$ cat config.mk
export PLATFORM = sky130hd
export DESIGN_NAME = bridge_window_ram_flat
export DESIGN_NICKNAME = d
export VERILOG_FILES = /design/src/hdl/supercpu_pkg.sv /design/src/hdl/mem_access_if.sv /design/src/hdl/bridge_window_ram.sv /design/src/flat_wrapper.sv
export SDC_FILE = /design/constraint.sdc
export NUM_CORES = 2
export LEC_CHECK = 0
export BUFFER_PORTS_ARGS = -buffer_cell sky130_fd_sc_hd__buf_2
export CORE_ASPECT_RATIO = 0.9
export CORE_MARGIN = 10
export CORE_UTILIZATION = 63
export DETAILED_ROUTE_END_ITERATION = 10
export PLACE_DENSITY = 0.79
export SYNTH_ARGS = -nofsm -noshare
export SYNTH_HDL_FRONTEND = slang
export SYNTH_SLANG_ARGS = --single-unit
$ cat constraint.sdc
create_clock -name clk_20 -period 3.65 [get_ports clk_20]
set_clock_uncertainty 0.2 [all_clocks]
set_input_delay 0.73 -clock clk_20 [delete_from_list [all_inputs] [get_ports clk_20]]
set_output_delay 0.73 -clock clk_20 [all_outputs]
set_load 0.1 [all_outputs]
$ cat src/hdl/supercpu_pkg.sv
/*
 * Memory map, widths, region tag indices and reset values
 * for the accelerator decode core
 */
package supercpu_pkg;

    // Widths --------------------
    localparam int ADDR_W = 24;                 // 65816 full address
    localparam int OFFS_W = 16;                 // In-bank offset
    localparam int BANK_W = ADDR_W - OFFS_W;    // Bank byte
    localparam int DATA_W = 8;

    // Register window, bank 0 only
    localparam logic [15:0] REGS_START  = 16'hD070;
    localparam logic [15:0] REGS_END    = 16'hD07F;
    localparam logic [15:0] REG_CONFIG  = 16'hD070; // Bit 0 turbo, bit 1 bridge enable
    localparam logic [15:0] REG_BASE_LO = 16'hD071;
    localparam logic [15:0] REG_BASE_HI = 16'hD072;
    localparam logic [15:0] REG_BANK    = 16'hD073;
    localparam logic [15:0] REG_UNLOCK  = 16'hD07E; // Always decoded
    localparam logic [15:0] REG_LOCK    = 16'hD07F; // Always decoded

    // Bridge window --------------------
    localparam logic [15:0] BRIDGE_SIZE       = 16'd192;
    localparam logic [15:0] BRIDGE_LOW_LIMIT  = 16'h0200; // Keep off zero page and stack
    localparam logic [15:0] IO_START          = 16'hD000; // Bank-0 window ends below I/O
    localparam logic [15:0] BRIDGE_BASE_RESET = 16'h033C; // Cassette buffer

    // Target memory sizes
    localparam int BRIDGE_RAM_AW = 8;
    localparam int SUPER_RAM_AW  = 12;          // 4 KiB, aliased over banks $01-$FF

    // One-hot region tag --------------------
    localparam int REGION_W      = 4;
    localparam int REGION_REGS   = 0;
    localparam int REGION_BRIDGE = 1;
    localparam int REGION_RAM    = 2;
    localparam int REGION_EXT    = 3;

endpackage

$ cat src/hdl/mem_access_if.sv
/*
 * One accepted CPU access, decoder to targets
 */
interface mem_access_if;
    import supercpu_pkg::*;

    logic                     valid;
    logic                     we;
    logic [ADDR_W-1:0]        addr;
    logic [DATA_W-1:0]        wdata;
    logic [REGION_W-1:0]      region;          // One-hot target select
    logic [BRIDGE_RAM_AW-1:0] bridge_offset;   // Offset from window base

    // Decoder side
    modport decoder (
        output valid, we, addr, wdata, region, bridge_offset
    );

    // Register file, RAMs and read return
    modport target (
        input valid, we, addr, wdata, region, bridge_offset
    );

endinterface

$ cat src/hdl/bridge_window_ram.sv
/*
 * Bridge window store, indexed by offset from the window base
 */
module bridge_window_ram (
    input  logic                            clk_20,
    mem_access_if.target                    acc,
    output logic [supercpu_pkg::DATA_W-1:0] bridge_rdata
);
    import supercpu_pkg::*;

    // 256 entries, decoder keeps the offset under 192
    logic [DATA_W-1:0] mem [2**BRIDGE_RAM_AW];
    logic              hit;

    assign hit = acc.valid && acc.region[REGION_BRIDGE];

    always_ff @(posedge clk_20) begin
        if (hit) begin
            if (acc.we) begin
                mem[acc.bridge_offset] <= acc.wdata;
            end
            bridge_rdata <= mem[acc.bridge_offset];   // Old byte on a write, unused
        end
    end

endmodule

$ cat src/flat_wrapper.sv
// flat-port wrapper written by rule: the top's interface ports become plain ports
module bridge_window_ram_flat import supercpu_pkg::*;
  (clk_20, bridge_rdata, acc_valid, acc_we, acc_addr, acc_wdata, acc_region, acc_bridge_offset);
  mem_access_if acc_i ();
  input  logic clk_20;
  output logic [supercpu_pkg::DATA_W-1:0] bridge_rdata;
  input wire logic [$bits(acc_i.valid)-1:0] acc_valid;
  input wire logic [$bits(acc_i.we)-1:0] acc_we;
  input wire logic [$bits(acc_i.addr)-1:0] acc_addr;
  input wire logic [$bits(acc_i.wdata)-1:0] acc_wdata;
  input wire logic [$bits(acc_i.region)-1:0] acc_region;
  input wire logic [$bits(acc_i.bridge_offset)-1:0] acc_bridge_offset;
  assign acc_i.valid = acc_valid;
  assign acc_i.we = acc_we;
  assign acc_i.addr = acc_addr;
  assign acc_i.wdata = acc_wdata;
  assign acc_i.region = acc_region;
  assign acc_i.bridge_offset = acc_bridge_offset;
  bridge_window_ram u_core (.clk_20(clk_20), .acc(acc_i), .bridge_rdata(bridge_rdata));
endmodule
==> impl_results.md <==
- Total Power: 48220 uW
- Post-route DRC: 0
- Slowest Stage Delay on Critical Path: 0.66 ns
- Max Fclk: 0.3232 GHz
- First-pass GRT wire length: 286.8 mm
- Synth Warn #: 0
- Nature of the critical path startpoint: primary input
- Cells along the critical path: buf_8 -> buf_12 -> buf_12 -> mux4_2 -> a22oi_1 -> a21oi_1 -> o41ai_1 -> buf_4 -> nand4_1
- Worst Path Buf+Inv: 4
- Design area: 90450 sq um
- Final Slew Violations: 0
- CORE AREA: 123200 sq um
- Vias: 40770
- Cell Pwr Density: 533.1 nW/um^2
- NumNets Final: 4062
- Row cnt: 122
- Register area share after synthesis: 78.82%
- Worst-path fanout max: 12
- CP top delay family: compound AO/OA/AOI/OAI gates
- Final setup vio count: 0
- Fillers: 6360
- Number of distinct library cells after synthesis: 20
- Worst path arrival time: 3.44 ns
- Final worst setup slack: 0.5560 ns
- Vias in the first global route: 41500
- Dpl ws: -0.1262 ns
- Yosys reg bits: 2056
- Vias per cell: 7.042
- Area Overhead vs Synth: 15.48%
- Routed Antenna Nets: 0
- Critical path data required time: 4.00 ns
- PortBufs: 27
- Mean Syn Cell Area: 22.21 sq um
- # resized after CTS: 0
- CTS Buffer Depth: 3
- Synth Net Count: 3574
- DIE HEIGHT: 354.5 microns
- Fin crit share: 84.77%
- Total wire length: 196.0 mm
- Initial antenna violation count: 14
- Die Area: 138900 sq um
- Placed cell area: 84230 sq um
- Slowest CP cell: o41ai_1
- GR Overflow Total: 0
- Clock tree from TritonCTS: built
- Die W: 391.7 microns
- DR WL/cell: 33.86 microns
- Lkg Pwr: 0.02861 uW
- Crit path kind: in2reg
- Mapped Cells: 3527
- Cell Area, Synth: 78330 sq um
- H-Tree Depth: 4
- Largest net degree at the start of global routing: 130
- Crit path time final: 3.094 ns
- Starting Density: 63.59%
- 1st-pass router iterations: 9
- Worst skew pair latency: 0.83 ns
- Initial DRC count: 5965
- Detailed placer's ending HPWL: 114.5 mm
- TritonCTS Buffers: 186
- Clock sink count: 2056
- Crit-path most repeated cell: buf_12
- Max Cap Viol: 0
- Actual slew at the worst max-slew pin: 1.033 ns
- Cts hold-fix bufs: 0
- Reg clk slew, reported paths: 0.06 ns
- Final hold viol count: 0
- Multi-input logic area: 15700 sq um
- Hold WC Path Type: in2reg
- VDD IR max: 461.0 uV
- Clk root buf: clkbuf_16
- Status: complete, no violations
- Total track usage: 28.49%
- Post-CTS setup buffers: 0
- Share of layout cells above drive strength 1: 31.95%
- FF/Latch Area: 61740 sq um
- Final GP Congestion: 0.8459
- I/O Pins: 55
- CP Capture Type: flip-flop
- RSZ-0062 raised after global routing: false
- Slew HR: 31.10%
[registers in the layout, indices dropped and copies added (netlist names)]
name / count
u_core.bridge_rdata: 8
u_core.mem: 2048
[cell usage in the layout, fill, tap and decap left out, types with 32 or more instances in the layout]
| cell type | count |
|---|---|
| mux4_2 | 512 |
| buf_4 | 432 |
| clkinv_2 | 34 |
| a21oi_1 | 128 |
| edfxtp_1 | 2056 |
| nor2_1 | 260 |
| clkbuf_16 | 190 |
| buf_12 | 65 |
| o41ai_1 | 32 |
| clkinv_1 | 38 |
| a22oi_1 | 256 |
[logic make-up after synthesis]
kind of cell / Yosys count / share of synthesized area, %
buffers and inverters: 225 / 1.230
AOI/OAI and AO/OA: 416 / 3.629
and+or+nand+nor: 318 / 1.599
DFF: 2056 / 78.82
muxes: 512 / 14.72
[worst paths after layout]
check                                from                          endpoint  slack (ns)  depth (start not counted)
max                  acc_bridge_offset[0]  u_core.bridge_rdata[5]$_DFFE_PP_        0.56                          9
min                          acc_wdata[3]       u_core.mem[92][3]$_DFFE_PP_        0.24                          1
min reg2reg  u_core.mem[165][6]$_DFFE_PP_  u_core.bridge_rdata[6]$_DFFE_PP_        0.96                          5
max reg2reg  u_core.mem[127][5]$_DFFE_PP_  u_core.bridge_rdata[5]$_DFFE_PP_        0.79                          6
[per-stage QoR]
| step | hold slack [ns] | util (%) | setup TNS (ns) | cells |
|---|---|---|---|---|
| 6_report | 0.2409 | 73.43 | 0 | 5789 |
| 5_1_grt | 0.2250 | 73.41 | 0 | 5781 |
| 4_1_cts | 0.1848 | 73.41 | 0 | 5781 |
| 3_5_place_dp | 0.8650 | 68.37 | -0.3242 | 5439 |
| 3_3_place_gp | 0.8351 | 68.37 | -0.1815 | 5439 |
| 2_1_floorplan | 0.6289 | - | 0 | 3527 |
[worst reg2reg max path, cell delays in order, from the launching register on]
cell      delay, ns
edfxtp_1       0.36
mux4_2         0.52
a22oi_1        0.32
a21oi_1        0.16
o41ai_1        0.66
buf_4          0.26
nand4_1        0.11
[where the power goes]
| group | total, uW | internal [uW] | leakage [uW] | switching [uW] |
|---|---|---|---|---|
| Sequential | 26000 | 26000 | 0.0185 | 12.2 |
| Combinational | 2260 | 852 | 0.00710 | 1410 |
| Clock | 20000 | 11300 | 0.00303 | 8670 |
[layout make-up]
class | count | area share [%]
Sequential cell | 2056 | 68.26
Clock buffer | 221 | 5.385
Tap cell | 1612 | 2.230
Multi-Input combinational cell | 1246 | 17.35
Inverter | 1 | 0.004150
Clock inverter | 121 | 1.476
Timing Repair Buffer | 524 | 5.273
Antenna cell | 8 | 0.02213
[layer usage]
layer / routed length (microns) / vias to the layer above / track usage (%)
met5: 86 / - / 0
met4: 8158 / 14 / 11.36
met3: 23900 / 499 / 7.247
met2: 94810 / 3153 / 44.64
met1: 69050 / 21130 / 38.92
li1: - / 15980 / -
[synth_stat cells]
master / instances / area share (%)
nand4_1: 8 / 0.064
nor3_1: 2 / 0.013
nand2_1: 30 / 0.14
nand2b_1: 2 / 0.016
nand3_1: 5 / 0.032
nor2_1: 261 / 1.3
a21oi_1: 128 / 0.82
a22oi_1: 256 / 2.5
buf_6: 2 / 0.029
buf_1: 22 / 0.11
clkbuf_1: 143 / 0.69
buf_2: 44 / 0.28
inv_1: 1 / 0.0048
mux4_2: 512 / 15
edfxtp_1: 2056 / 79
buf_4: 13 / 0.12
and2_1: 3 / 0.024
or2_2: 1 / 0.0080
o41ai_1: 32 / 0.36
nor2b_1: 6 / 0.048
No activity file was read; power rests on OpenSTA's default activity.
