**config.mk**
```make
export PLATFORM = sky130hd
export DESIGN_NAME = read_return_flat
export DESIGN_NICKNAME = d
export VERILOG_FILES = /design/src/hdl/supercpu_pkg.sv /design/src/hdl/mem_access_if.sv /design/src/hdl/read_return.sv /design/src/flat_wrapper.sv
export SDC_FILE = /design/constraint.sdc
export NUM_CORES = 1
export LEC_CHECK = 0
export BUFFER_PORTS_ARGS = -buffer_cell sky130_fd_sc_hd__buf_2
export CAP_MARGIN = 20
export CORE_ASPECT_RATIO = 0.75
export CORE_MARGIN = 2
export CORE_UTILIZATION = 30
export DETAILED_ROUTE_END_ITERATION = 6
export PLACE_DENSITY = 0.73
export SKIP_LAST_GASP = 1
export SYNTH_ARGS = -nofsm -noshare
export SYNTH_HDL_FRONTEND = slang
export SYNTH_SLANG_ARGS = --single-unit
```
**constraint.sdc**
```tcl
create_clock -name clk_20 -period 1.4 [get_ports clk_20]
set_clock_uncertainty 0.2 [all_clocks]
set_input_delay 0.07 -clock clk_20 [delete_from_list [all_inputs] [get_ports clk_20]]
set_output_delay 0.07 -clock clk_20 [all_outputs]
set_load 0.03 [all_outputs]
```
**src/hdl/supercpu_pkg.sv**
```systemverilog
/*
 * Memory map, widths, region tag indices and reset values
 * for the accelerator decode core
 */
package supercpu_pkg;

    // Widths --------------------
    localparam int ADDR_W = 24;                 // 65816 full address
    localparam int OFFS_W = 16;                 // In-bank offset
    localparam int BANK_W = ADDR_W - OFFS_W;    // Bank byte
    localparam int DATA_W = 8;

    // Register window, bank 0 only
    localparam logic [15:0] REGS_START  = 16'hD070;
    localparam logic [15:0] REGS_END    = 16'hD07F;
    localparam logic [15:0] REG_CONFIG  = 16'hD070; // Bit 0 turbo, bit 1 bridge enable
    localparam logic [15:0] REG_BASE_LO = 16'hD071;
    localparam logic [15:0] REG_BASE_HI = 16'hD072;
    localparam logic [15:0] REG_BANK    = 16'hD073;
    localparam logic [15:0] REG_UNLOCK  = 16'hD07E; // Always decoded
    localparam logic [15:0] REG_LOCK    = 16'hD07F; // Always decoded

    // Bridge window --------------------
    localparam logic [15:0] BRIDGE_SIZE       = 16'd192;
    localparam logic [15:0] BRIDGE_LOW_LIMIT  = 16'h0200; // Keep off zero page and stack
    localparam logic [15:0] IO_START          = 16'hD000; // Bank-0 window ends below I/O
    localparam logic [15:0] BRIDGE_BASE_RESET = 16'h033C; // Cassette buffer

    // Target memory sizes
    localparam int BRIDGE_RAM_AW = 8;
    localparam int SUPER_RAM_AW  = 12;          // 4 KiB, aliased over banks $01-$FF

    // One-hot region tag --------------------
    localparam int REGION_W      = 4;
    localparam int REGION_REGS   = 0;
    localparam int REGION_BRIDGE = 1;
    localparam int REGION_RAM    = 2;
    localparam int REGION_EXT    = 3;

endpackage

```
**src/hdl/mem_access_if.sv**
```systemverilog
/*
 * One accepted CPU access, decoder to targets
 */
interface mem_access_if;
    import supercpu_pkg::*;

    logic                     valid;
    logic                     we;
    logic [ADDR_W-1:0]        addr;
    logic [DATA_W-1:0]        wdata;
    logic [REGION_W-1:0]      region;          // One-hot target select
    logic [BRIDGE_RAM_AW-1:0] bridge_offset;   // Offset from window base

    // Decoder side
    modport decoder (
        output valid, we, addr, wdata, region, bridge_offset
    );

    // Register file, RAMs and read return
    modport target (
        input valid, we, addr, wdata, region, bridge_offset
    );

endinterface

```
**src/hdl/read_return.sv**
```systemverilog
/*
 * External C64 bus request and read data return,
 * two cycles from request to cpu_rvalid
 */
module read_return (
    input  logic                            clk_20,
    input  logic                            rst_n,
    mem_access_if.target                    acc,
    input  logic [supercpu_pkg::DATA_W-1:0] regs_rdata,
    input  logic [supercpu_pkg::DATA_W-1:0] bridge_rdata,
    input  logic [supercpu_pkg::DATA_W-1:0] ram_rdata,
    input  logic [supercpu_pkg::DATA_W-1:0] ext_rdata,
    output logic                            ext_req,
    output logic                            ext_we,
    output logic [supercpu_pkg::OFFS_W-1:0] ext_addr,
    output logic [supercpu_pkg::DATA_W-1:0] ext_wdata,
    output logic [supercpu_pkg::DATA_W-1:0] cpu_rdata,
    output logic                            cpu_rvalid
);
    import supercpu_pkg::*;

    logic                rd_pend;      // Read in the target stage
    logic [REGION_W-1:0] rd_region;
    logic [DATA_W-1:0]   ext_rdata_q;
    logic [DATA_W-1:0]   rdata_sel;

    // External bus --------------------
    assign ext_req   = acc.valid && acc.region[REGION_EXT];
    assign ext_we    = ext_req && acc.we;
    assign ext_addr  = acc.addr[OFFS_W-1:0];   // Bank 0 only
    assign ext_wdata = acc.wdata;

    // Target stage, C64 byte captured with the internal targets
    always_ff @(posedge clk_20) begin
        if (!rst_n) begin
            rd_pend <= 1'b0;
        end else begin
            rd_pend <= acc.valid && !acc.we;
        end
    end

    always_ff @(posedge clk_20) begin
        rd_region <= acc.region;
        if (ext_req && !acc.we) begin
            ext_rdata_q <= ext_rdata;
        end
    end

    // Return stage --------------------
    always_comb begin
        if (rd_region[REGION_REGS]) begin
            rdata_sel = regs_rdata;
        end else if (rd_region[REGION_BRIDGE]) begin
            rdata_sel = bridge_rdata;
        end else if (rd_region[REGION_RAM]) begin
            rdata_sel = ram_rdata;
        end else begin
            rdata_sel = ext_rdata_q;          // Region ext
        end
    end

    always_ff @(posedge clk_20) begin
        if (!rst_n) begin
            cpu_rvalid <= 1'b0;
        end else begin
            cpu_rvalid <= rd_pend;            // One-cycle pulse per read
        end
    end

    always_ff @(posedge clk_20) begin
        cpu_rdata <= rdata_sel;
    end

endmodule

```
**src/flat_wrapper.sv**
```systemverilog
// flat-port wrapper written by rule: the top's interface ports become plain ports
module read_return_flat import supercpu_pkg::*;
  (clk_20, rst_n, regs_rdata, bridge_rdata, ram_rdata, ext_rdata, ext_req, ext_we, ext_addr, ext_wdata, cpu_rdata, cpu_rvalid, acc_valid, acc_we, acc_addr, acc_wdata, acc_region, acc_bridge_offset);
  mem_access_if acc_i ();
  input  logic clk_20;
  input  logic rst_n;
  input  logic [supercpu_pkg::DATA_W-1:0] regs_rdata;
  input  logic [supercpu_pkg::DATA_W-1:0] bridge_rdata;
  input  logic [supercpu_pkg::DATA_W-1:0] ram_rdata;
  input  logic [supercpu_pkg::DATA_W-1:0] ext_rdata;
  output logic ext_req;
  output logic ext_we;
  output logic [supercpu_pkg::OFFS_W-1:0] ext_addr;
  output logic [supercpu_pkg::DATA_W-1:0] ext_wdata;
  output logic [supercpu_pkg::DATA_W-1:0] cpu_rdata;
  output logic cpu_rvalid;
  input wire logic [$bits(acc_i.valid)-1:0] acc_valid;
  input wire logic [$bits(acc_i.we)-1:0] acc_we;
  input wire logic [$bits(acc_i.addr)-1:0] acc_addr;
  input wire logic [$bits(acc_i.wdata)-1:0] acc_wdata;
  input wire logic [$bits(acc_i.region)-1:0] acc_region;
  input wire logic [$bits(acc_i.bridge_offset)-1:0] acc_bridge_offset;
  assign acc_i.valid = acc_valid;
  assign acc_i.we = acc_we;
  assign acc_i.addr = acc_addr;
  assign acc_i.wdata = acc_wdata;
  assign acc_i.region = acc_region;
  assign acc_i.bridge_offset = acc_bridge_offset;
  read_return u_core (.clk_20(clk_20), .rst_n(rst_n), .acc(acc_i), .regs_rdata(regs_rdata), .bridge_rdata(bridge_rdata), .ram_rdata(ram_rdata), .ext_rdata(ext_rdata), .ext_req(ext_req), .ext_we(ext_we), .ext_addr(ext_addr), .ext_wdata(ext_wdata), .cpu_rdata(cpu_rdata), .cpu_rvalid(cpu_rvalid));
endmodule
```
==> key figures, run 1 <==
Yosys
  • Synthesized net count: 165
  • Post-synthesis cell count: 85
  • Unique masters post-synth: 15
  • YS warnings: 0
  • Async S/R FF share, synth: 0%
  • Mapped cell area: 1000 sq um
  • Post-synthesis sequential area ratio: 49.9%
  • Post-synth EDFFs: 8
  • Avg Cell Area, Syn: 11.8 sq um
  • Most used DFF post-synth: dfxtp_1
  • Yosys reg bits: 21

STA
  • Final setup TNS: 0 ns
  • Final Max Tran Viols: 0
  • Final setup fails: 0
  • Hold Vio Cnt, Final: 0
  • Max_slew headroom: 73.2%
  • Tcrit/Tclk final: 97.9%
  • Tmin final: 1.37 ns
  • Fmax: 0.730 GHz
  • RSZ-0062 raised after global routing: false
  • Setup WS post-layout: 0.0293 ns
  • Hold_ws: 0.00952 ns
  • Actual slew at the worst max-slew pin: 0.400 ns

Routing
  • DR DRC count: 0
  • First-pass iteration count of the detailed router: 3
  • WL final: 2900 microns
  • DRT iter0 DRCs: 17
  • Antenna Nets Post-Route: 0
  • Wire length per cell: 13.6 microns
  • Via/cell ratio: 4.30
  • Vias: 920

Clocking
  • Clk_lat worst skew: 0.25 ns
  • CTS Buffer Depth: 2
  • CTS Root Cell: clkbuf_8
  • Clock sink count: 21
  • Setup Buffers After CTS: 0
  • Post-CTS sizing: 0
  • Worst-path clk slew: 0.07 ns
  • H-tree Lvls: 1
  • CTS tree: built
  • CTS Buf Count: 3

Critical path
  • Startpoint Class: input pin
  • CP required: 1.12 ns
  • CP max-delay cell: dlygate4sd3_1
  • Setup CP Type: input pin to register
  • CP max stage delay: 0.54 ns
  • Critical path fanouts, max: 8
  • Crit. End Element: register
  • WP data arrival: 1.09 ns
  • Crit path cell chain: dlygate4sd3_1, buf_2, nor2b_2

Pwr
  • Leak Pwr: 0.773 nW
  • Cell Pwr Density: 853 nW/um^2
  • Worst vdd ir: 0.486 mV

Layout
  • Area delta synth->final: 74.6%
  • Share of cells above drive strength 1: 34.5%
  • Nets: 255
  • Most common cell after layout, fill and taps aside: dlygate4sd3_1
  • Commonest non-fill, non-tap cells in the layout: dlygate4sd3_1 (58), buf_2 (50), dfxtp_1 (13)
  • Diodes inserted: 0
  • Finished Core Util: 54.0%

Placement
  • Port Buf Inserts: 50
  • Final HPWL DP: 1840 microns
  • GPL Wtd Cong: 0.716
  • DP Worst Slack: 0.177 ns

Floorplanning
  • CORE AREA: 3240 sq um
  • Num rows: 18
  • Die area: 3830 sq um
  • Die Wd: 70.8 microns
  • Die Ht: 54.1 microns
  • I/O pin count: 115
  • Starting density of the core: 30.9%

Flow run
  • Max cap viols: 0

Global routing
  • First-pass GRT wire length: 4110 microns
  • Vias in the first global route: 939
  • Initial antenna violation count: 0
  • GR Overflow Total: 0
  • Largest net degree at the start of global routing: 12
  • Total Routing Usage GR: 14.3%

Status
  • Outcome: finished clean

Hold path
  • HP Class: input pin to register
[repair_timing]
item,in CTS,in global routing
hold buffers,58,0
endpoints found under the setup margin,0,0
endpoints found under the hold margin,53,0
[per-layer routing]
| layer | part of all wire (%) | vias to the layer above | track usage [%] |
|---|---|---|---|
| li1 | - | 448 | - |
| met1 | 35 | 404 | 13.3 |
| met2 | 54 | 62 | 30.5 |
| met3 | 9.1 | 6 | 4.49 |
| met4 | 1.8 | 0 | 4.09 |
| met5 | 0 | - | 0 |
[cell usage after synthesis, types with 2 or more instances]
master    instances  area (sq um)
a211oi_1          6          45.0
and2_1            2          12.5
buf_4            24           180
buf_6             2          22.5
dfxtp_1          13           260
edfxtp_1          8           240
mux2i_1           8          80.1
nor2b_1           8          50.1
nor3b_1           8          60.1
[path summary, 6_finish.rpt]
check	startpoint	slack, ns	cells after the start	end
max	acc_we	0.03	3	u_core.ext_rdata_q[4]$_DFFE_PP_
min	ram_rdata[3]	0.01	3	u_core.cpu_rdata[3]$_DFF_P_
max reg2reg	u_core.rd_region[1]$_DFF_P_	0.19	2	u_core.cpu_rdata[4]$_DFF_P_
min reg2reg	u_core.rd_pend$_SDFF_PN0_	0.26	1	u_core.cpu_rvalid$_SDFF_PN0_
[sequential cells by signal (all words and copies together) (netlist names)]
| name | count |
|---|---|
| u_core.cpu_rdata | 8 |
| u_core.ext_rdata_q | 8 |
| u_core.rd_pend | 1 |
| u_core.cpu_rvalid | 1 |
| u_core.rd_region | 3 |
[cell families (layout without fill, tap and decap cells)]
group	count (synthesis)	in the layout	share of synthesized area (%)
buffers and inverters	27	116	20.6
DFF	21	21	49.9
and+or+nand+nor	21	21	14.3
AOI/OAI and AO/OA	8	8	7.23
muxes	8	8	7.98
[layout make-up]
type                    count  area, sq um
inverters                   1         3.75
repair buffers            111          853
clock buffers               4         45.0
well taps                  40         50.0
flip-flops and latches     21          500
multi-input cells          37          299
fillers                   292         1490
[metrics by stage]
step	cells	power (mW)	cell area, sq um
after floorplan	85	0.950	1010
after global placement	152	0.912	1130
after detailed placement	152	0.917	1130
after CTS	214	1.51	1750
after global routing	214	1.57	1750
final	214	1.49	1750
[critical path, delay by kind of cell]
family	cells	cell delay [ns]
buffers and inverters	2	0.68
and+or+nand+nor	1	0.34
[power by group]
part	leakage, nW	switching, mW	internal (mW)	total (mW)
Clock	0.0228	0.181	0.202	0.383
Combinational	0.568	0.219	0.205	0.423
Sequential	0.183	0.0134	0.675	0.688
No activity file was read; power rests on OpenSTA's default activity.
==> run 2: changes to the inputs <==
PLACE_DENSITY = 0.79   (was 0.73)
==> run 2 against run 1 <==
- global-route usage rose by 0.087 points
- the flow now finishes with violations (negative hold slack)
- largest power group unchanged
- critical path depth rose by 1
- non-clock buffer count fell by 1
- register-to-register slack got worse by 0.03 ns
- sequential cell count did not move
- worst hold slack got worse by 0.0099 ns
- core utilization fell by 0.15 points
- power fell by 0.15%
==> key figures, run 2 (synthesis results as in run 1) <==
Status
  • Outcome: finished with violations
  • Failing checks: negative hold slack

Flow run
  • Max cap viols: 0 (unchanged)

Critical path
  • CP max stage delay: 0.53 ns (about the same)
  • CP max-delay cell: dlygate4sd3_1
  • Critical path fanouts, max: 3 (-5)
  • Crit path max-delay family: buffers and inverters
  • Setup CP Type: input pin to output port
  • WP data arrival: 1.09 ns (about the same)
  • CP required: 1.13 ns (about the same)
  • R2R depth: 2 (unchanged)
  • Startpoint Class: input pin
  • Crit. End Element: output port
  • R2r setup slk: 0.16 ns (-0.03 ns)
  • End of the worst register-to-register path: u_core.cpu_rdata[4]$_DFF_P_
  • Buf/Inv on CP: 3 (+1)
  • Crit path cell chain: dlygate4sd3_1, buf_2, and3_1, buf_2
  • Worst r2r src: u_core.rd_region[1]$_DFF_P_
  • Most used cell, CP: buf_2

STA
  • Fmax: 0.736 GHz (+0.94%)
  • RSZ-0062 raised after global routing: false
  • Final setup fails: 0 (unchanged)
  • Setup WS post-layout: 0.0421 ns (+0.0128 ns)
  • Max_slew headroom: 75.2% (+2.0 points)
  • Hold Vio Cnt, Final: 1 (+1)
  • Tmin final: 1.36 ns (-0.0128 ns)
  • Final Max Tran Viols: 0 (unchanged)
  • Actual slew at the worst max-slew pin: 0.372 ns (-0.0282 ns)
  • Final setup TNS: 0 ns (unchanged)
  • Hold_ws: -0.000371 ns (-0.00989 ns)
  • Tcrit/Tclk final: 97.0% (-0.92 points)

Routing
  • Vias: 923 (+0.33%)
  • DRT iter0 DRCs: 8 (-9)
  • Wire length per cell: 13.7 microns (+1.2%)
  • First-pass iteration count of the detailed router: 3 (unchanged)
  • DR DRC count: 0 (unchanged)
  • Via/cell ratio: 4.33 (+0.80%)
  • WL final: 2920 microns (+0.69%)
  • Antenna Nets Post-Route: 0 (unchanged)

Clocking
  • CTS Root Cell: clkbuf_8
  • Clock sink count: 21 (unchanged)
  • Setup Buffers After CTS: 0 (unchanged)
  • CTS Buf Count: 3 (unchanged)
  • CTS Buffer Depth: 2 (unchanged)
  • Worst-path clk slew: 0.07 ns (about the same)
  • CTS tree: built
  • H-tree Lvls: 1 (unchanged)
  • Clk_lat worst skew: 0.25 ns (about the same)

Placement
  • Final HPWL DP: 1890 microns (+2.8%)
  • DP Worst Slack: 0.189 ns (+0.0118 ns)
  • GPL Wtd Cong: 0.713 (-0.42%)
  • Port Buf Inserts: 50 (unchanged)

Global routing
  • Initial antenna violation count: 0 (unchanged)
  • Largest net degree at the start of global routing: 12 (unchanged)
  • GR Overflow Total: 0 (unchanged)
  • First-pass GRT wire length: 4200 microns (+2.4%)
  • Total Routing Usage GR: 14.4% (+0.087 points)
  • Vias in the first global route: 976 (+3.9%)

Floorplanning
  • Die Wd: 70.8 microns (unchanged)
  • I/O pin count: 115 (unchanged)
  • Starting density of the core: 30.9% (unchanged)
  • Die Ht: 54.1 microns (unchanged)
  • Num rows: 18 (unchanged)
  • CORE AREA: 3240 sq um (unchanged)
  • Die area: 3830 sq um (unchanged)

Hold path
  • Hold Path Stages: 3 (unchanged)
  • HP Class: input pin to register
  • Startpoint of the worst hold path: ram_rdata[0]
  • Hold EP: u_core.cpu_rdata[0]$_DFF_P_

Layout
  • Share of cells above drive strength 1: 34.7% (+0.20 points)
  • Finished Core Util: 53.9% (-0.15 points)
  • Most common cell after layout, fill and taps aside: dlygate4sd3_1
  • Largest regs: u_core.cpu_rdata (8), u_core.ext_rdata_q (8), u_core.rd_region (3)
  • Nets: 254 (-0.39%)
  • Area delta synth->final: 74.1%
  • Multi-input logic area: 304 sq um (+1.7%)
  • Fillers: 283 (-3.1%)
  • Register area: 500 sq um (unchanged)
  • Commonest non-fill, non-tap cells in the layout: dlygate4sd3_1 (57), buf_2 (50), dfxtp_1 (13)
  • Diodes inserted: 0 (unchanged)

Pwr
  • Total design power: 1.49 mW (-0.15%)
  • Worst vdd ir: 0.695 mV (+43%)
  • Cell Pwr Density: 855 nW/um^2 (+0.14%)
  • Leak Pwr: 0.771 nW (-0.27%)
run 2: changes by cell type in the layout (fill, tap and decap cells not counted):
cell | previous run | this run
dlygate4sd3_1 | 58 | 57
nor2b_2 | 1 | 0
nor2b_4 | 0 | 1
run 2: worst register-to-register path: cells and delay by family (launching register included):
family           cells  cell delay [ns]
flip-flops           1             0.40
AND/OR/NAND/NOR      1             0.36
AO/OA/AOI/OAI        1             0.15
run 2: per-layer routing:
metal	wire length [microns]	vias up	part of all wire [%]	GRT usage, %
li1	-	446	-	-
met5	0	-	0	0
met1	936	414	32	12.7
met2	1680	61	58	31.8
met4	19	0	0.65	1.89
met3	284	2	9.7	5.81
run 2: final cells by class:
class,count,area share [%]
sequential,21,28.7
tap,40,2.87
multi-input combinational,37,17.4
clock buffer,4,2.58
inverter,1,0.215
timing repair buffer,110,48.3
run 2: worst max path at each step:
stage	endpoint	cells past startpoint	start	slack, ns
floorplan	u_core.ext_rdata_q[0]$_DFFE_PP_	2	acc_valid	0.12
global placement	u_core.cpu_rdata[2]$_DFF_P_	2	u_core.rd_region[1]$_DFF_P_	0.20
detailed placement	u_core.ext_rdata_q[1]$_DFFE_PP_	3	acc_valid	0.19
CTS	u_core.ext_rdata_q[4]$_DFFE_PP_	3	acc_we	0.04
global route	ext_we	4	acc_we	0.02
finish	ext_we	4	acc_we	0.04
run 2: what timing repair did:
action                     in CTS  in global routing
hold buffers                   57                  0
resized for setup               0                  1
hold endpoints to repair       53                  0
setup endpoints to repair       0                  8
run 2: metrics by stage:
stage,cells,cell area (sq um)
detailed placement,152,1130
finish,213,1750
floorplan,85,1010
CTS,213,1740
global placement,152,1130
global route,213,1750
run 2: power by group:
| part | internal (mW) | leakage, nW | switching [mW] | total, mW |
|---|---|---|---|---|
| Combinational | 0.204 | 0.566 | 0.219 | 0.423 |
| Clock | 0.202 | 0.0228 | 0.178 | 0.380 |
| Sequential | 0.675 | 0.183 | 0.0148 | 0.689 |
| Total | 1.08 | 0.771 | 0.412 | 1.49 |
