## src/hdl/supercpu_pkg.sv

```systemverilog
/*
 * Memory map, widths, region tag indices and reset values
 * for the accelerator decode core
 */
package supercpu_pkg;

    // Widths --------------------
    localparam int ADDR_W = 24;                 // 65816 full address
    localparam int OFFS_W = 16;                 // In-bank offset
    localparam int BANK_W = ADDR_W - OFFS_W;    // Bank byte
    localparam int DATA_W = 8;

    // Register window, bank 0 only
    localparam logic [15:0] REGS_START  = 16'hD070;
    localparam logic [15:0] REGS_END    = 16'hD07F;
    localparam logic [15:0] REG_CONFIG  = 16'hD070; // Bit 0 turbo, bit 1 bridge enable
    localparam logic [15:0] REG_BASE_LO = 16'hD071;
    localparam logic [15:0] REG_BASE_HI = 16'hD072;
    localparam logic [15:0] REG_BANK    = 16'hD073;
    localparam logic [15:0] REG_UNLOCK  = 16'hD07E; // Always decoded
    localparam logic [15:0] REG_LOCK    = 16'hD07F; // Always decoded

    // Bridge window --------------------
    localparam logic [15:0] BRIDGE_SIZE       = 16'd192;
    localparam logic [15:0] BRIDGE_LOW_LIMIT  = 16'h0200; // Keep off zero page and stack
    localparam logic [15:0] IO_START          = 16'hD000; // Bank-0 window ends below I/O
    localparam logic [15:0] BRIDGE_BASE_RESET = 16'h033C; // Cassette buffer

    // Target memory sizes
    localparam int BRIDGE_RAM_AW = 8;
    localparam int SUPER_RAM_AW  = 12;          // 4 KiB, aliased over banks $01-$FF

    // One-hot region tag --------------------
    localparam int REGION_W      = 4;
    localparam int REGION_REGS   = 0;
    localparam int REGION_BRIDGE = 1;
    localparam int REGION_RAM    = 2;
    localparam int REGION_EXT    = 3;

endpackage

```

## src/hdl/mem_access_if.sv

```systemverilog
/*
 * One accepted CPU access, decoder to targets
 */
interface mem_access_if;
    import supercpu_pkg::*;

    logic                     valid;
    logic                     we;
    logic [ADDR_W-1:0]        addr;
    logic [DATA_W-1:0]        wdata;
    logic [REGION_W-1:0]      region;          // One-hot target select
    logic [BRIDGE_RAM_AW-1:0] bridge_offset;   // Offset from window base

    // Decoder side
    modport decoder (
        output valid, we, addr, wdata, region, bridge_offset
    );

    // Register file, RAMs and read return
    modport target (
        input valid, we, addr, wdata, region, bridge_offset
    );

endinterface

```

## src/hdl/address_decoder.sv

```systemverilog
/*
 * Request stage: region decode with bridge safety masks,
 * registers the access into the access interface
 */
module address_decoder (
    input  logic                            clk_20,
    input  logic                            rst_n,
    input  logic                            cpu_valid,
    input  logic                            cpu_we,
    input  logic [supercpu_pkg::ADDR_W-1:0] cpu_addr,
    input  logic [supercpu_pkg::DATA_W-1:0] cpu_wdata,
    input  logic                            regs_enabled,
    input  logic                            bridge_enable,
    input  logic [supercpu_pkg::OFFS_W-1:0] bridge_base,
    input  logic [supercpu_pkg::BANK_W-1:0] bridge_bank,
    mem_access_if.decoder                   acc,
    output logic                            bridge_active
);
    import supercpu_pkg::*;

    logic [BANK_W-1:0]   req_bank;
    logic [OFFS_W-1:0]   req_offs;
    logic [OFFS_W:0]     win_end;      // One bit wider, window never wraps
    logic [OFFS_W-1:0]   win_delta;
    logic                win_legal;
    logic                bridge_hit;
    logic                regs_hit;
    logic [REGION_W-1:0] region_d;

    assign req_bank = cpu_addr[ADDR_W-1:OFFS_W];
    assign req_offs = cpu_addr[OFFS_W-1:0];

    // Bridge window --------------------
    assign win_end = {1'b0, bridge_base} + {1'b0, BRIDGE_SIZE};

    // Nonzero bank is always safe
    // Bank 0 must clear zero page, stack and the I/O area
    assign win_legal = (bridge_bank != '0) ||
                       ((bridge_base >= BRIDGE_LOW_LIMIT) && (win_end < {1'b0, IO_START}));

    assign bridge_active = bridge_enable && win_legal;

    assign bridge_hit = bridge_active &&
                        (req_bank == bridge_bank) &&
                        (req_offs >= bridge_base) &&
                        ({1'b0, req_offs} < win_end);

    assign win_delta = req_offs - bridge_base;   // Below 192 on a hit

    // Unlock and lock stay visible while hidden
    assign regs_hit = (req_offs == REG_UNLOCK) ||
                      (req_offs == REG_LOCK) ||
                      (regs_enabled && (req_offs >= REGS_START) && (req_offs <= REGS_END));

    // Region priority --------------------
    always_comb begin
        region_d = '0;
        if (bridge_hit) begin
            region_d[REGION_BRIDGE] = 1'b1;     // Shadows SuperRAM too
        end else if (req_bank != '0) begin
            region_d[REGION_RAM] = 1'b1;
        end else if (regs_hit) begin
            region_d[REGION_REGS] = 1'b1;
        end else begin
            region_d[REGION_EXT] = 1'b1;        // Rest of bank 0 to C64 bus
        end
    end

    // Access stage
    always_ff @(posedge clk_20) begin
        if (!rst_n) begin
            acc.valid  <= 1'b0;
            acc.region <= '0;
        end else begin
            acc.valid  <= cpu_valid;
            acc.region <= region_d;
        end
    end

    always_ff @(posedge clk_20) begin
        acc.we            <= cpu_we;
        acc.addr          <= cpu_addr;
        acc.wdata         <= cpu_wdata;
        acc.bridge_offset <= win_delta[BRIDGE_RAM_AW-1:0];
    end

endmodule

```

## src/flat_wrapper.sv

```systemverilog
// flat-port wrapper written by rule: the top's interface ports become plain ports
module address_decoder_flat import supercpu_pkg::*;
  (clk_20, rst_n, cpu_valid, cpu_we, cpu_addr, cpu_wdata, regs_enabled, bridge_enable, bridge_base, bridge_bank, bridge_active, acc_valid, acc_we, acc_addr, acc_wdata, acc_region, acc_bridge_offset);
  mem_access_if acc_i ();
  input  logic clk_20;
  input  logic rst_n;
  input  logic cpu_valid;
  input  logic cpu_we;
  input  logic [supercpu_pkg::ADDR_W-1:0] cpu_addr;
  input  logic [supercpu_pkg::DATA_W-1:0] cpu_wdata;
  input  logic regs_enabled;
  input  logic bridge_enable;
  input  logic [supercpu_pkg::OFFS_W-1:0] bridge_base;
  input  logic [supercpu_pkg::BANK_W-1:0] bridge_bank;
  output logic bridge_active;
  output wire logic [$bits(acc_i.valid)-1:0] acc_valid;
  output wire logic [$bits(acc_i.we)-1:0] acc_we;
  output wire logic [$bits(acc_i.addr)-1:0] acc_addr;
  output wire logic [$bits(acc_i.wdata)-1:0] acc_wdata;
  output wire logic [$bits(acc_i.region)-1:0] acc_region;
  output wire logic [$bits(acc_i.bridge_offset)-1:0] acc_bridge_offset;
  assign acc_valid = acc_i.valid;
  assign acc_we = acc_i.we;
  assign acc_addr = acc_i.addr;
  assign acc_wdata = acc_i.wdata;
  assign acc_region = acc_i.region;
  assign acc_bridge_offset = acc_i.bridge_offset;
  address_decoder u_core (.clk_20(clk_20), .rst_n(rst_n), .cpu_valid(cpu_valid), .cpu_we(cpu_we), .cpu_addr(cpu_addr), .cpu_wdata(cpu_wdata), .regs_enabled(regs_enabled), .bridge_enable(bridge_enable), .bridge_base(bridge_base), .bridge_bank(bridge_bank), .acc(acc_i), .bridge_active(bridge_active));
endmodule
```

## config.mk

```make
export PLATFORM = sky130hd
export DESIGN_NAME = address_decoder_flat
export DESIGN_NICKNAME = d
export VERILOG_FILES = /design/src/hdl/supercpu_pkg.sv /design/src/hdl/mem_access_if.sv /design/src/hdl/address_decoder.sv /design/src/flat_wrapper.sv
export SDC_FILE = /design/constraint.sdc
export NUM_CORES = 1
export LEC_CHECK = 0
export BUFFER_PORTS_ARGS = -buffer_cell sky130_fd_sc_hd__buf_2
export CAP_MARGIN = 20
export CORE_MARGIN = 2
export CORE_UTILIZATION = 51
export CTS_BUF_LIST = sky130_fd_sc_hd__clkbuf_4
export DETAILED_ROUTE_END_ITERATION = 10
export PLACE_DENSITY = 0.91
export SETUP_SLACK_MARGIN = 0.3
export SYNTH_ARGS = -nofsm -noshare
export SYNTH_HDL_FRONTEND = slang
export SYNTH_SLANG_ARGS = --single-unit
```

## constraint.sdc

```tcl
create_clock -name clk_20 -period 6.6 [get_ports clk_20]
set_input_delay 0.66 -clock clk_20 [delete_from_list [all_inputs] [get_ports clk_20]]
set_output_delay 0.66 -clock clk_20 [all_outputs]
set_load 0.03 [all_outputs]
```

==> flow_results.xml, run 1 <==
<?xml version="1.0" encoding="UTF-8"?>
<metrics>
  <group name="cts">
    <metric name="postCtsSetupBuffers" unit="">0</metric>
    <metric name="cts.repair.resized" unit="">0</metric>
    <metric name="htreeDepth" unit="">2</metric>
    <metric name="clock_tree.root_cell" unit="">sky130_fd_sc_hd__clkbuf_4</metric>
    <metric name="cts.hold.buffers_added" unit="">0</metric>
    <metric name="clkTransAtPathRegs" unit="ns">0.13</metric>
    <metric name="cts_num_sinks" unit="">46</metric>
    <metric name="cts.path.max_buffers" unit="">2</metric>
    <metric name="tritoncts" unit="">done</metric>
    <metric name="cts_buffers" unit="">5</metric>
  </group>
  <group name="placed_design">
    <metric name="gpl.final_weighted_congestion" unit="">0.833</metric>
    <metric name="place_hpwl" unit="um">4180</metric>
    <metric name="placement.setup.worst_slack" unit="ns">3.50</metric>
    <metric name="place_inst" unit="">375</metric>
    <metric name="port_buffers" unit="">108</metric>
  </group>
  <group name="synth">
    <metric name="post_synth.cell_area_avg" unit="um2">9.98</metric>
    <metric name="post_synth_main_area_contributors" unit="">sky130_fd_sc_hd__dfxtp_1 42%, sky130_fd_sc_hd__ha_1 16%, sky130_fd_sc_hd__xnor2_1 5.2%</metric>
    <metric name="synth_edf_count" unit="">0</metric>
    <metric name="ys.flop_type" unit="">sky130_fd_sc_hd__dfxtp_1</metric>
    <metric name="asyncSetResetFlopFracSynth" unit="">0</metric>
    <metric name="seq_area_frac_synth" unit="">0.423</metric>
    <metric name="ys.warnings.count" unit="">0</metric>
    <metric name="synth-seq-cells" unit="">46</metric>
    <metric name="synth.top_cells.by_count" unit="">46 x sky130_fd_sc_hd__dfxtp_1, 27 x sky130_fd_sc_hd__ha_1, 23 x sky130_fd_sc_hd__inv_1</metric>
    <metric name="syn_inst" unit="">218</metric>
    <metric name="yosysUniqueCellTypes" unit="">40</metric>
    <metric name="mappedNetlistNets" unit="">308</metric>
    <metric name="synth_top_area_cell" unit="">sky130_fd_sc_hd__dfxtp_1</metric>
    <metric name="synthesis.area" unit="um2">2180</metric>
    <metric name="netlist.area_leader.share" unit="">0.423</metric>
    <metric name="yosys.cell_count.top_type" unit="">sky130_fd_sc_hd__dfxtp_1</metric>
  </group>
  <group name="floorplanning">
    <metric name="design.die.area" unit="um2">4800</metric>
    <metric name="dieHeight" unit="um">69.3</metric>
    <metric name="rows" unit="">23</metric>
    <metric name="floorplan.initialDensity" unit="">0.536</metric>
    <metric name="core_region_area" unit="um2">4060</metric>
    <metric name="die-width" unit="um">69.3</metric>
    <metric name="io_pins" unit="">109</metric>
  </group>
  <group name="power_and_ir_drop">
    <metric name="powerDensity" unit="nW/um2">214</metric>
    <metric name="vdd_ir_drop_max" unit="mV">0.0867</metric>
    <metric name="combinationalPowerShare" unit="">0.285</metric>
    <metric name="power.share.switching" unit="">0.332</metric>
    <metric name="power.total" unit="uW">606</metric>
    <metric name="static-leakage-power" unit="uW">0.00145</metric>
    <metric name="sequentialPowerShare" unit="">0.501</metric>
    <metric name="power_switching" unit="uW">201</metric>
    <metric name="internal-power" unit="uW">405</metric>
    <metric name="relative_contribution_of_the_clock_network_to_total_power" unit="">0.214</metric>
  </group>
  <group name="timing">
    <metric name="timing.max_slew.rel_slack" unit="">0.631</metric>
    <metric name="fmax" unit="GHz">0.338</metric>
    <metric name="slew_at_the_pin_closest_to_its_max_slew_limit" unit="ns">0.546</metric>
    <metric name="rsz_0062_raised_after_global_routing" unit="">false</metric>
    <metric name="count_of_endpoints_failing_hold_in_the_final_timing_report" unit="">0</metric>
    <metric name="report.final.setup_viol" unit="">0</metric>
    <metric name="finalSetupTns" unit="ns">0</metric>
    <metric name="final_critical_path_setup_slack" unit="ns">3.64</metric>
    <metric name="post-route-min-period" unit="ns">2.96</metric>
    <metric name="tcrit_tclk_final" unit="">0.448</metric>
    <metric name="max_slew_violation_total_from_the_final_report" unit="">0</metric>
  </group>
  <group name="flow_run">
    <metric name="cap_viol_max_count" unit="">0</metric>
  </group>
  <group name="min_path">
    <metric name="hold_depth" unit="">1</metric>
    <metric name="timing.hold.worst_endpoint" unit="">u_core.acc.wdata[3]</metric>
    <metric name="min_from" unit="">cpu_wdata[3]</metric>
    <metric name="holdCritPathClass" unit="">input pin to flip-flop</metric>
  </group>
  <group name="routing">
    <metric name="avgRoutedWirePerCell" unit="um">13.1</metric>
    <metric name="vias_per_cell" unit="">5.15</metric>
    <metric name="finalWirelength" unit="um">5010</metric>
    <metric name="first_iter_violations" unit="">74</metric>
    <metric name="remaining_drc_errors" unit="">0</metric>
    <metric name="antenna_left" unit="">0</metric>
    <metric name="detailroute.via_count" unit="">1971</metric>
    <metric name="first_pass_iters" unit="">4</metric>
  </group>
  <group name="layout">
    <metric name="antenna-diode-count" unit="">0</metric>
    <metric name="drive_above_1_share" unit="">0.360</metric>
    <metric name="multi_input_area" unit="um2">1160</metric>
    <metric name="n_fill_cell" unit="">325</metric>
    <metric name="nets" unit="">422</metric>
    <metric name="fin_cells" unit="">383</metric>
    <metric name="area_growth_from_synthesis_to_layout" unit="%">30.2</metric>
    <metric name="seqCellArea" unit="um2">921</metric>
    <metric name="final_core_util" unit="">0.698</metric>
  </group>
  <group name="critical_path">
    <metric name="timing.critical_path.fanout_max" unit="">9</metric>
    <metric name="critPathCaptureType" unit="">primary output</metric>
    <metric name="worst-endpoint-arrival" unit="ns">2.30</metric>
    <metric name="critPathLaunch" unit="">bridge_base[6]</metric>
    <metric name="startpoint_type" unit="">input pin</metric>
    <metric name="critical_path_required" unit="ns">5.94</metric>
    <metric name="crit_path_category" unit="">input pin to primary output</metric>
  </group>
  <group name="global_routing">
    <metric name="overflow" unit="">0</metric>
    <metric name="first_pass_grt_wire_length" unit="um">8520</metric>
    <metric name="antenna_found_initial" unit="">0</metric>
    <metric name="via_count_of_the_first_global_routing_pass" unit="">1917</metric>
    <metric name="grt_usage" unit="">0.215</metric>
    <metric name="grt_start_max_net_pins" unit="">16</metric>
  </group>
  <group name="outcome">
    <metric name="status" unit="">completed</metric>
  </group>
</metrics>
==> power by group through the flow <==
stage	Clock, uW	Sequential, uW	Combinational [uW]
2_1_floorplan	0	354	65.7
3_3_place_gp	0	309	168
3_5_place_dp	0	310	172
4_1_cts	133	304	173
5_1_grt	147	305	188
6_report	130	303	173
==> sequential cells by signal (all words and copies together), names as in the netlist <==
register and cells:
u_core.acc.wdata 8, u_core.acc.addr 24, u_core.acc.valid 1, u_core.acc.we 1
u_core.acc.bridge_offset 8, u_core.acc.region 4
==> worst max-delay path by stage <==
| stage | endpoint | slack [ns] | cells past startpoint |
|---|---|---|---|
| floorplan | u_core.acc.region[1] | 3.76 | 13 |
| global route | bridge_active | 3.45 | 9 |
| finish | bridge_active | 3.64 | 9 |
| detailed placement | u_core.acc.region[1] | 3.50 | 13 |
| global placement | u_core.acc.region[1] | 3.56 | 13 |
| CTS | bridge_active | 3.66 | 9 |
==> metal layers <==
layer / wire (um) / share of wire / GRT usage / up-vias
li1: - / - / - / 1002
met1: 2120 / 0.42 / 0.263 / 884
met2: 2500 / 0.50 / 0.373 / 80
met3: 337 / 0.067 / 0.0552 / 5
met4: 53 / 0.011 / 0.0610 / 0
met5: 0 / 0 / 0 / -
==> layout make-up <==
class | instances | area share
multi-input combinational | 148 | 0.411
sequential | 46 | 0.325
timing repair buffer | 108 | 0.191
inverter | 23 | 0.0305
tap | 50 | 0.0221
clock buffer | 5 | 0.0132
clock inverter | 3 | 0.00751
==> kinds of logic after synthesis <==
kind of cell | Yosys count | synth area share
DFF | 46 | 0.423
buffers and inverters | 24 | 0.0414
AOI/OAI and AO/OA | 37 | 0.131
xor gates and xnor gates | 23 | 0.0926
and+or+nand+nor | 60 | 0.147
adders and majority gates | 28 | 0.164
==> cell usage in the layout, fill, tap and decap left out, types with 6 or more instances in the layout <==
cell type	instances
sky130_fd_sc_hd__a21oi_1	11
sky130_fd_sc_hd__buf_2	108
sky130_fd_sc_hd__dfxtp_1	46
sky130_fd_sc_hd__ha_1	27
sky130_fd_sc_hd__inv_1	23
sky130_fd_sc_hd__nand2_1	12
sky130_fd_sc_hd__nor2_1	11
sky130_fd_sc_hd__nor3_1	6
sky130_fd_sc_hd__nor4_1	8
sky130_fd_sc_hd__xnor2_1	13
sky130_fd_sc_hd__xor2_1	10
==> metrics by stage <==
stage | hold slack (ns) | cell area (um2)
after floorplan | 0.688 | 2180
after global placement | 0.763 | 2780
after detailed placement | 0.764 | 2780
after CTS | 0.388 | 2830
after global routing | 0.366 | 2830
final | 0.400 | 2830
==> worst max-delay path: stages <==
cell and delay [ns]:
sky130_fd_sc_hd__buf_2 0.13, sky130_fd_sc_hd__inv_1 0.08, sky130_fd_sc_hd__ha_1 0.37, sky130_fd_sc_hd__nor2_1 0.07, sky130_fd_sc_hd__a2bb2oi_1 0.16, sky130_fd_sc_hd__o32ai_1 0.09, sky130_fd_sc_hd__a311oi_1 0.39, sky130_fd_sc_hd__o21a_1 0.16
sky130_fd_sc_hd__buf_2 0.19
Power figures use the tool's default switching activity.
==> run 2, diff against run 1 <==
Settings changed: CORE_UTILIZATION 51 to 43, PLACE_DENSITY 0.91 to 0.82.
Clock period 6.6 ns to 2.69 ns, I/O delays scaled along.
==> run 2 against run 1 <==
  * Global-route usage is 1.1 points lower
  * Count of clock-buffer cells in the layout stayed put
  * Setup slack got worse by 3.2 ns
  * Via count grew 4.4%
  * First-iteration DRC count down 39%
  * Sequential power rose by 150%
  * Largest power group unchanged
  * Cell count increased by 7.3%
  * Non-clock buffer count increased by 11
  * Flip-flop and latch count unchanged
  * Routed wire length up 18%
  * Die area up 17%
==> flow_results.xml, run 2 (same netlist as run 1, synthesis figures left out) <==
<?xml version="1.0" encoding="UTF-8"?>
<metrics>
  <group name="cts">
    <metric name="cts_buffers" unit="">5</metric>
    <metric name="htreeDepth" unit="">2</metric>
    <metric name="postCtsSetupBuffers" unit="">0</metric>
    <metric name="cts.path.max_buffers" unit="">2</metric>
    <metric name="tritoncts" unit="">done</metric>
    <metric name="cts_num_sinks" unit="">46</metric>
    <metric name="clock_tree.root_cell" unit="">sky130_fd_sc_hd__clkbuf_4</metric>
    <metric name="clkTransAtPathRegs" unit="ns">0.13</metric>
  </group>
  <group name="layout">
    <metric name="nets" unit="">433</metric>
    <metric name="antenna-diode-count" unit="">0</metric>
    <metric name="layout_common_cells" unit="">108 x sky130_fd_sc_hd__buf_2, 46 x sky130_fd_sc_hd__dfxtp_1, 26 x sky130_fd_sc_hd__ha_1</metric>
    <metric name="area_growth_from_synthesis_to_layout" unit="%">38.6</metric>
    <metric name="mostFrequentLayoutCell" unit="">sky130_fd_sc_hd__buf_2</metric>
    <metric name="drive_above_1_share" unit="">0.366</metric>
    <metric name="n_fill_cell" unit="">416</metric>
    <metric name="largest-register" unit="">u_core.acc.addr</metric>
    <metric name="design_area" unit="um2">3020</metric>
    <metric name="top_regs" unit="">u_core.acc.addr: 24 flops, u_core.acc.bridge_offset: 8 flops, u_core.acc.wdata: 8 flops</metric>
    <metric name="max_reg_flops" unit="">24</metric>
  </group>
  <group name="timing">
    <metric name="max_slew_violation_total_from_the_final_report" unit="">0</metric>
    <metric name="fmax" unit="GHz">0.453</metric>
    <metric name="timing.max_slew.rel_slack" unit="">0.594</metric>
    <metric name="final_critical_path_setup_slack" unit="ns">0.481</metric>
    <metric name="tcrit_tclk_final" unit="">0.821</metric>
    <metric name="rsz_0062_raised_after_global_routing" unit="">false</metric>
    <metric name="count_of_endpoints_failing_hold_in_the_final_timing_report" unit="">0</metric>
    <metric name="finalSetupTns" unit="ns">0</metric>
    <metric name="slew_at_the_pin_closest_to_its_max_slew_limit" unit="ns">0.603</metric>
    <metric name="post-route-min-period" unit="ns">2.21</metric>
    <metric name="hold_worst_slack" unit="ns">0.0391</metric>
    <metric name="report.final.setup_viol" unit="">0</metric>
  </group>
  <group name="power_and_ir_drop">
    <metric name="vdd_ir_drop_max" unit="mV">0.248</metric>
    <metric name="power.total" unit="uW">1610</metric>
    <metric name="static-leakage-power" unit="uW">0.00150</metric>
    <metric name="powerDensity" unit="nW/um2">533</metric>
  </group>
  <group name="min_path">
    <metric name="holdCritPathClass" unit="">input pin to flip-flop</metric>
  </group>
  <group name="global_routing">
    <metric name="via_count_of_the_first_global_routing_pass" unit="">1974</metric>
    <metric name="grt_start_max_net_pins" unit="">16</metric>
    <metric name="grt_usage" unit="">0.204</metric>
    <metric name="first_pass_grt_wire_length" unit="um">8760</metric>
    <metric name="overflow" unit="">0</metric>
    <metric name="antenna_found_initial" unit="">0</metric>
  </group>
  <group name="floorplanning">
    <metric name="design.die.area" unit="um2">5650</metric>
    <metric name="dieHeight" unit="um">75.1</metric>
    <metric name="rows" unit="">25</metric>
    <metric name="core_region_area" unit="um2">4790</metric>
    <metric name="die-width" unit="um">75.1</metric>
    <metric name="io_pins" unit="">109</metric>
    <metric name="floorplan.initialDensity" unit="">0.455</metric>
  </group>
  <group name="routing">
    <metric name="avgRoutedWirePerCell" unit="um">14.4</metric>
    <metric name="finalWirelength" unit="um">5910</metric>
    <metric name="remaining_drc_errors" unit="">0</metric>
    <metric name="vias_per_cell" unit="">5.01</metric>
    <metric name="first_iter_violations" unit="">45</metric>
    <metric name="antenna_left" unit="">0</metric>
    <metric name="first_pass_iters" unit="">4</metric>
    <metric name="detailroute.via_count" unit="">2058</metric>
  </group>
  <group name="placed_design">
    <metric name="placedInstanceArea" unit="um2">2810</metric>
    <metric name="port_buffers" unit="">108</metric>
    <metric name="placement.setup.worst_slack" unit="ns">0.0842</metric>
    <metric name="place_hpwl" unit="um">4670</metric>
    <metric name="gpl.final_weighted_congestion" unit="">0.912</metric>
  </group>
  <group name="critical_path">
    <metric name="timing.critical_path.fanout_max" unit="">4</metric>
    <metric name="critical_path_required" unit="ns">3.00</metric>
    <metric name="worst_path_max_delay_cell" unit="">sky130_fd_sc_hd__a2111oi_4</metric>
    <metric name="startpoint_type" unit="">input pin</metric>
    <metric name="critPathCaptureType" unit="">flip-flop</metric>
    <metric name="cpPeakStageDelay" unit="ns">0.43</metric>
    <metric name="crit_path_category" unit="">input pin to flip-flop</metric>
    <metric name="cp_cell_sequence" unit="">buf_2, inv_1, ha_4, nor3_2, xnor2_1, ha_1, a21o_1, a21o_1, a21oi_1, o21ai_0, nor2b_1, a2111oi_4, and2_1</metric>
    <metric name="worst_path_most_repeated_cell" unit="">sky130_fd_sc_hd__a21o_1</metric>
    <metric name="worst-endpoint-arrival" unit="ns">2.52</metric>
  </group>
  <group name="outcome">
    <metric name="status" unit="">completed</metric>
  </group>
  <group name="flow_run">
    <metric name="cap_viol_max_count" unit="">0</metric>
  </group>
</metrics>
==> run 2: cell count changes in the layout (fill, tap and decap cells not counted), sizes merged <==
cell / previous run / this run
buf: 108 / 109
clkinvlp: 1 / 2
bufinv: 0 / 1
clkinv: 2 / 0
dlygate4sd3: 0 / 10
==> run 2: worst paths after layout <==
kind | slack [ns] | start | depth (start not counted) | end
worst max-delay path | 0.48 | bridge_base[7] | 13 | u_core.acc.region[1]
worst min-delay path | 0.04 | cpu_addr[2] | 1 | u_core.acc.addr[2]
==> run 2: what timing repair did <==
| item | 4_1_cts | 5_1_grt |
|---|---|---|
| endpoints found under the hold margin | 7 | 3 |
| hold buffers | 7 | 3 |
| setup endpoints to repair | 0 | 5 |
| gates resized for setup | 0 | 5 |
==> run 2: critical path, delay by kind of cell <==
kind,cells,cell delay [ns]
AOI/OAI and AO/OA,5,0.98
xor gates and xnor gates,1,0.14
adders and majority gates,2,0.46
buffers and inverters,2,0.21
and+or+nand+nor,3,0.45
==> run 2: final cells by class <==
type	count	area [um2]	area share
clock buffer	5	37.5	0.0124
clock inverter	3	45.0	0.0149
inverter	23	86.3	0.0286
multi-input combinational	148	1190	0.396
sequential	46	921	0.305
tap	67	83.8	0.0278
timing repair buffer	119	648	0.215
==> run 2: where the power goes <==
part           switching (uW)  internal [uW]
combinational             279            171
sequential               11.2            733
clock                     218            195
==> run 2: metal layers <==
metal	track usage	routed length [um]	up-vias
li1	-	-	1018
met1	0.231	2330	939
met2	0.365	2950	89
met3	0.0509	520	12
met4	0.0838	112	0
met5	0	0	-
==> run 2: per-stage QoR <==
step | utilization | instances
after floorplan | - | 218
after global placement | 0.587 | 393
after detailed placement | 0.587 | 393
after CTS | 0.619 | 408
after global routing | 0.630 | 411
final | 0.630 | 411
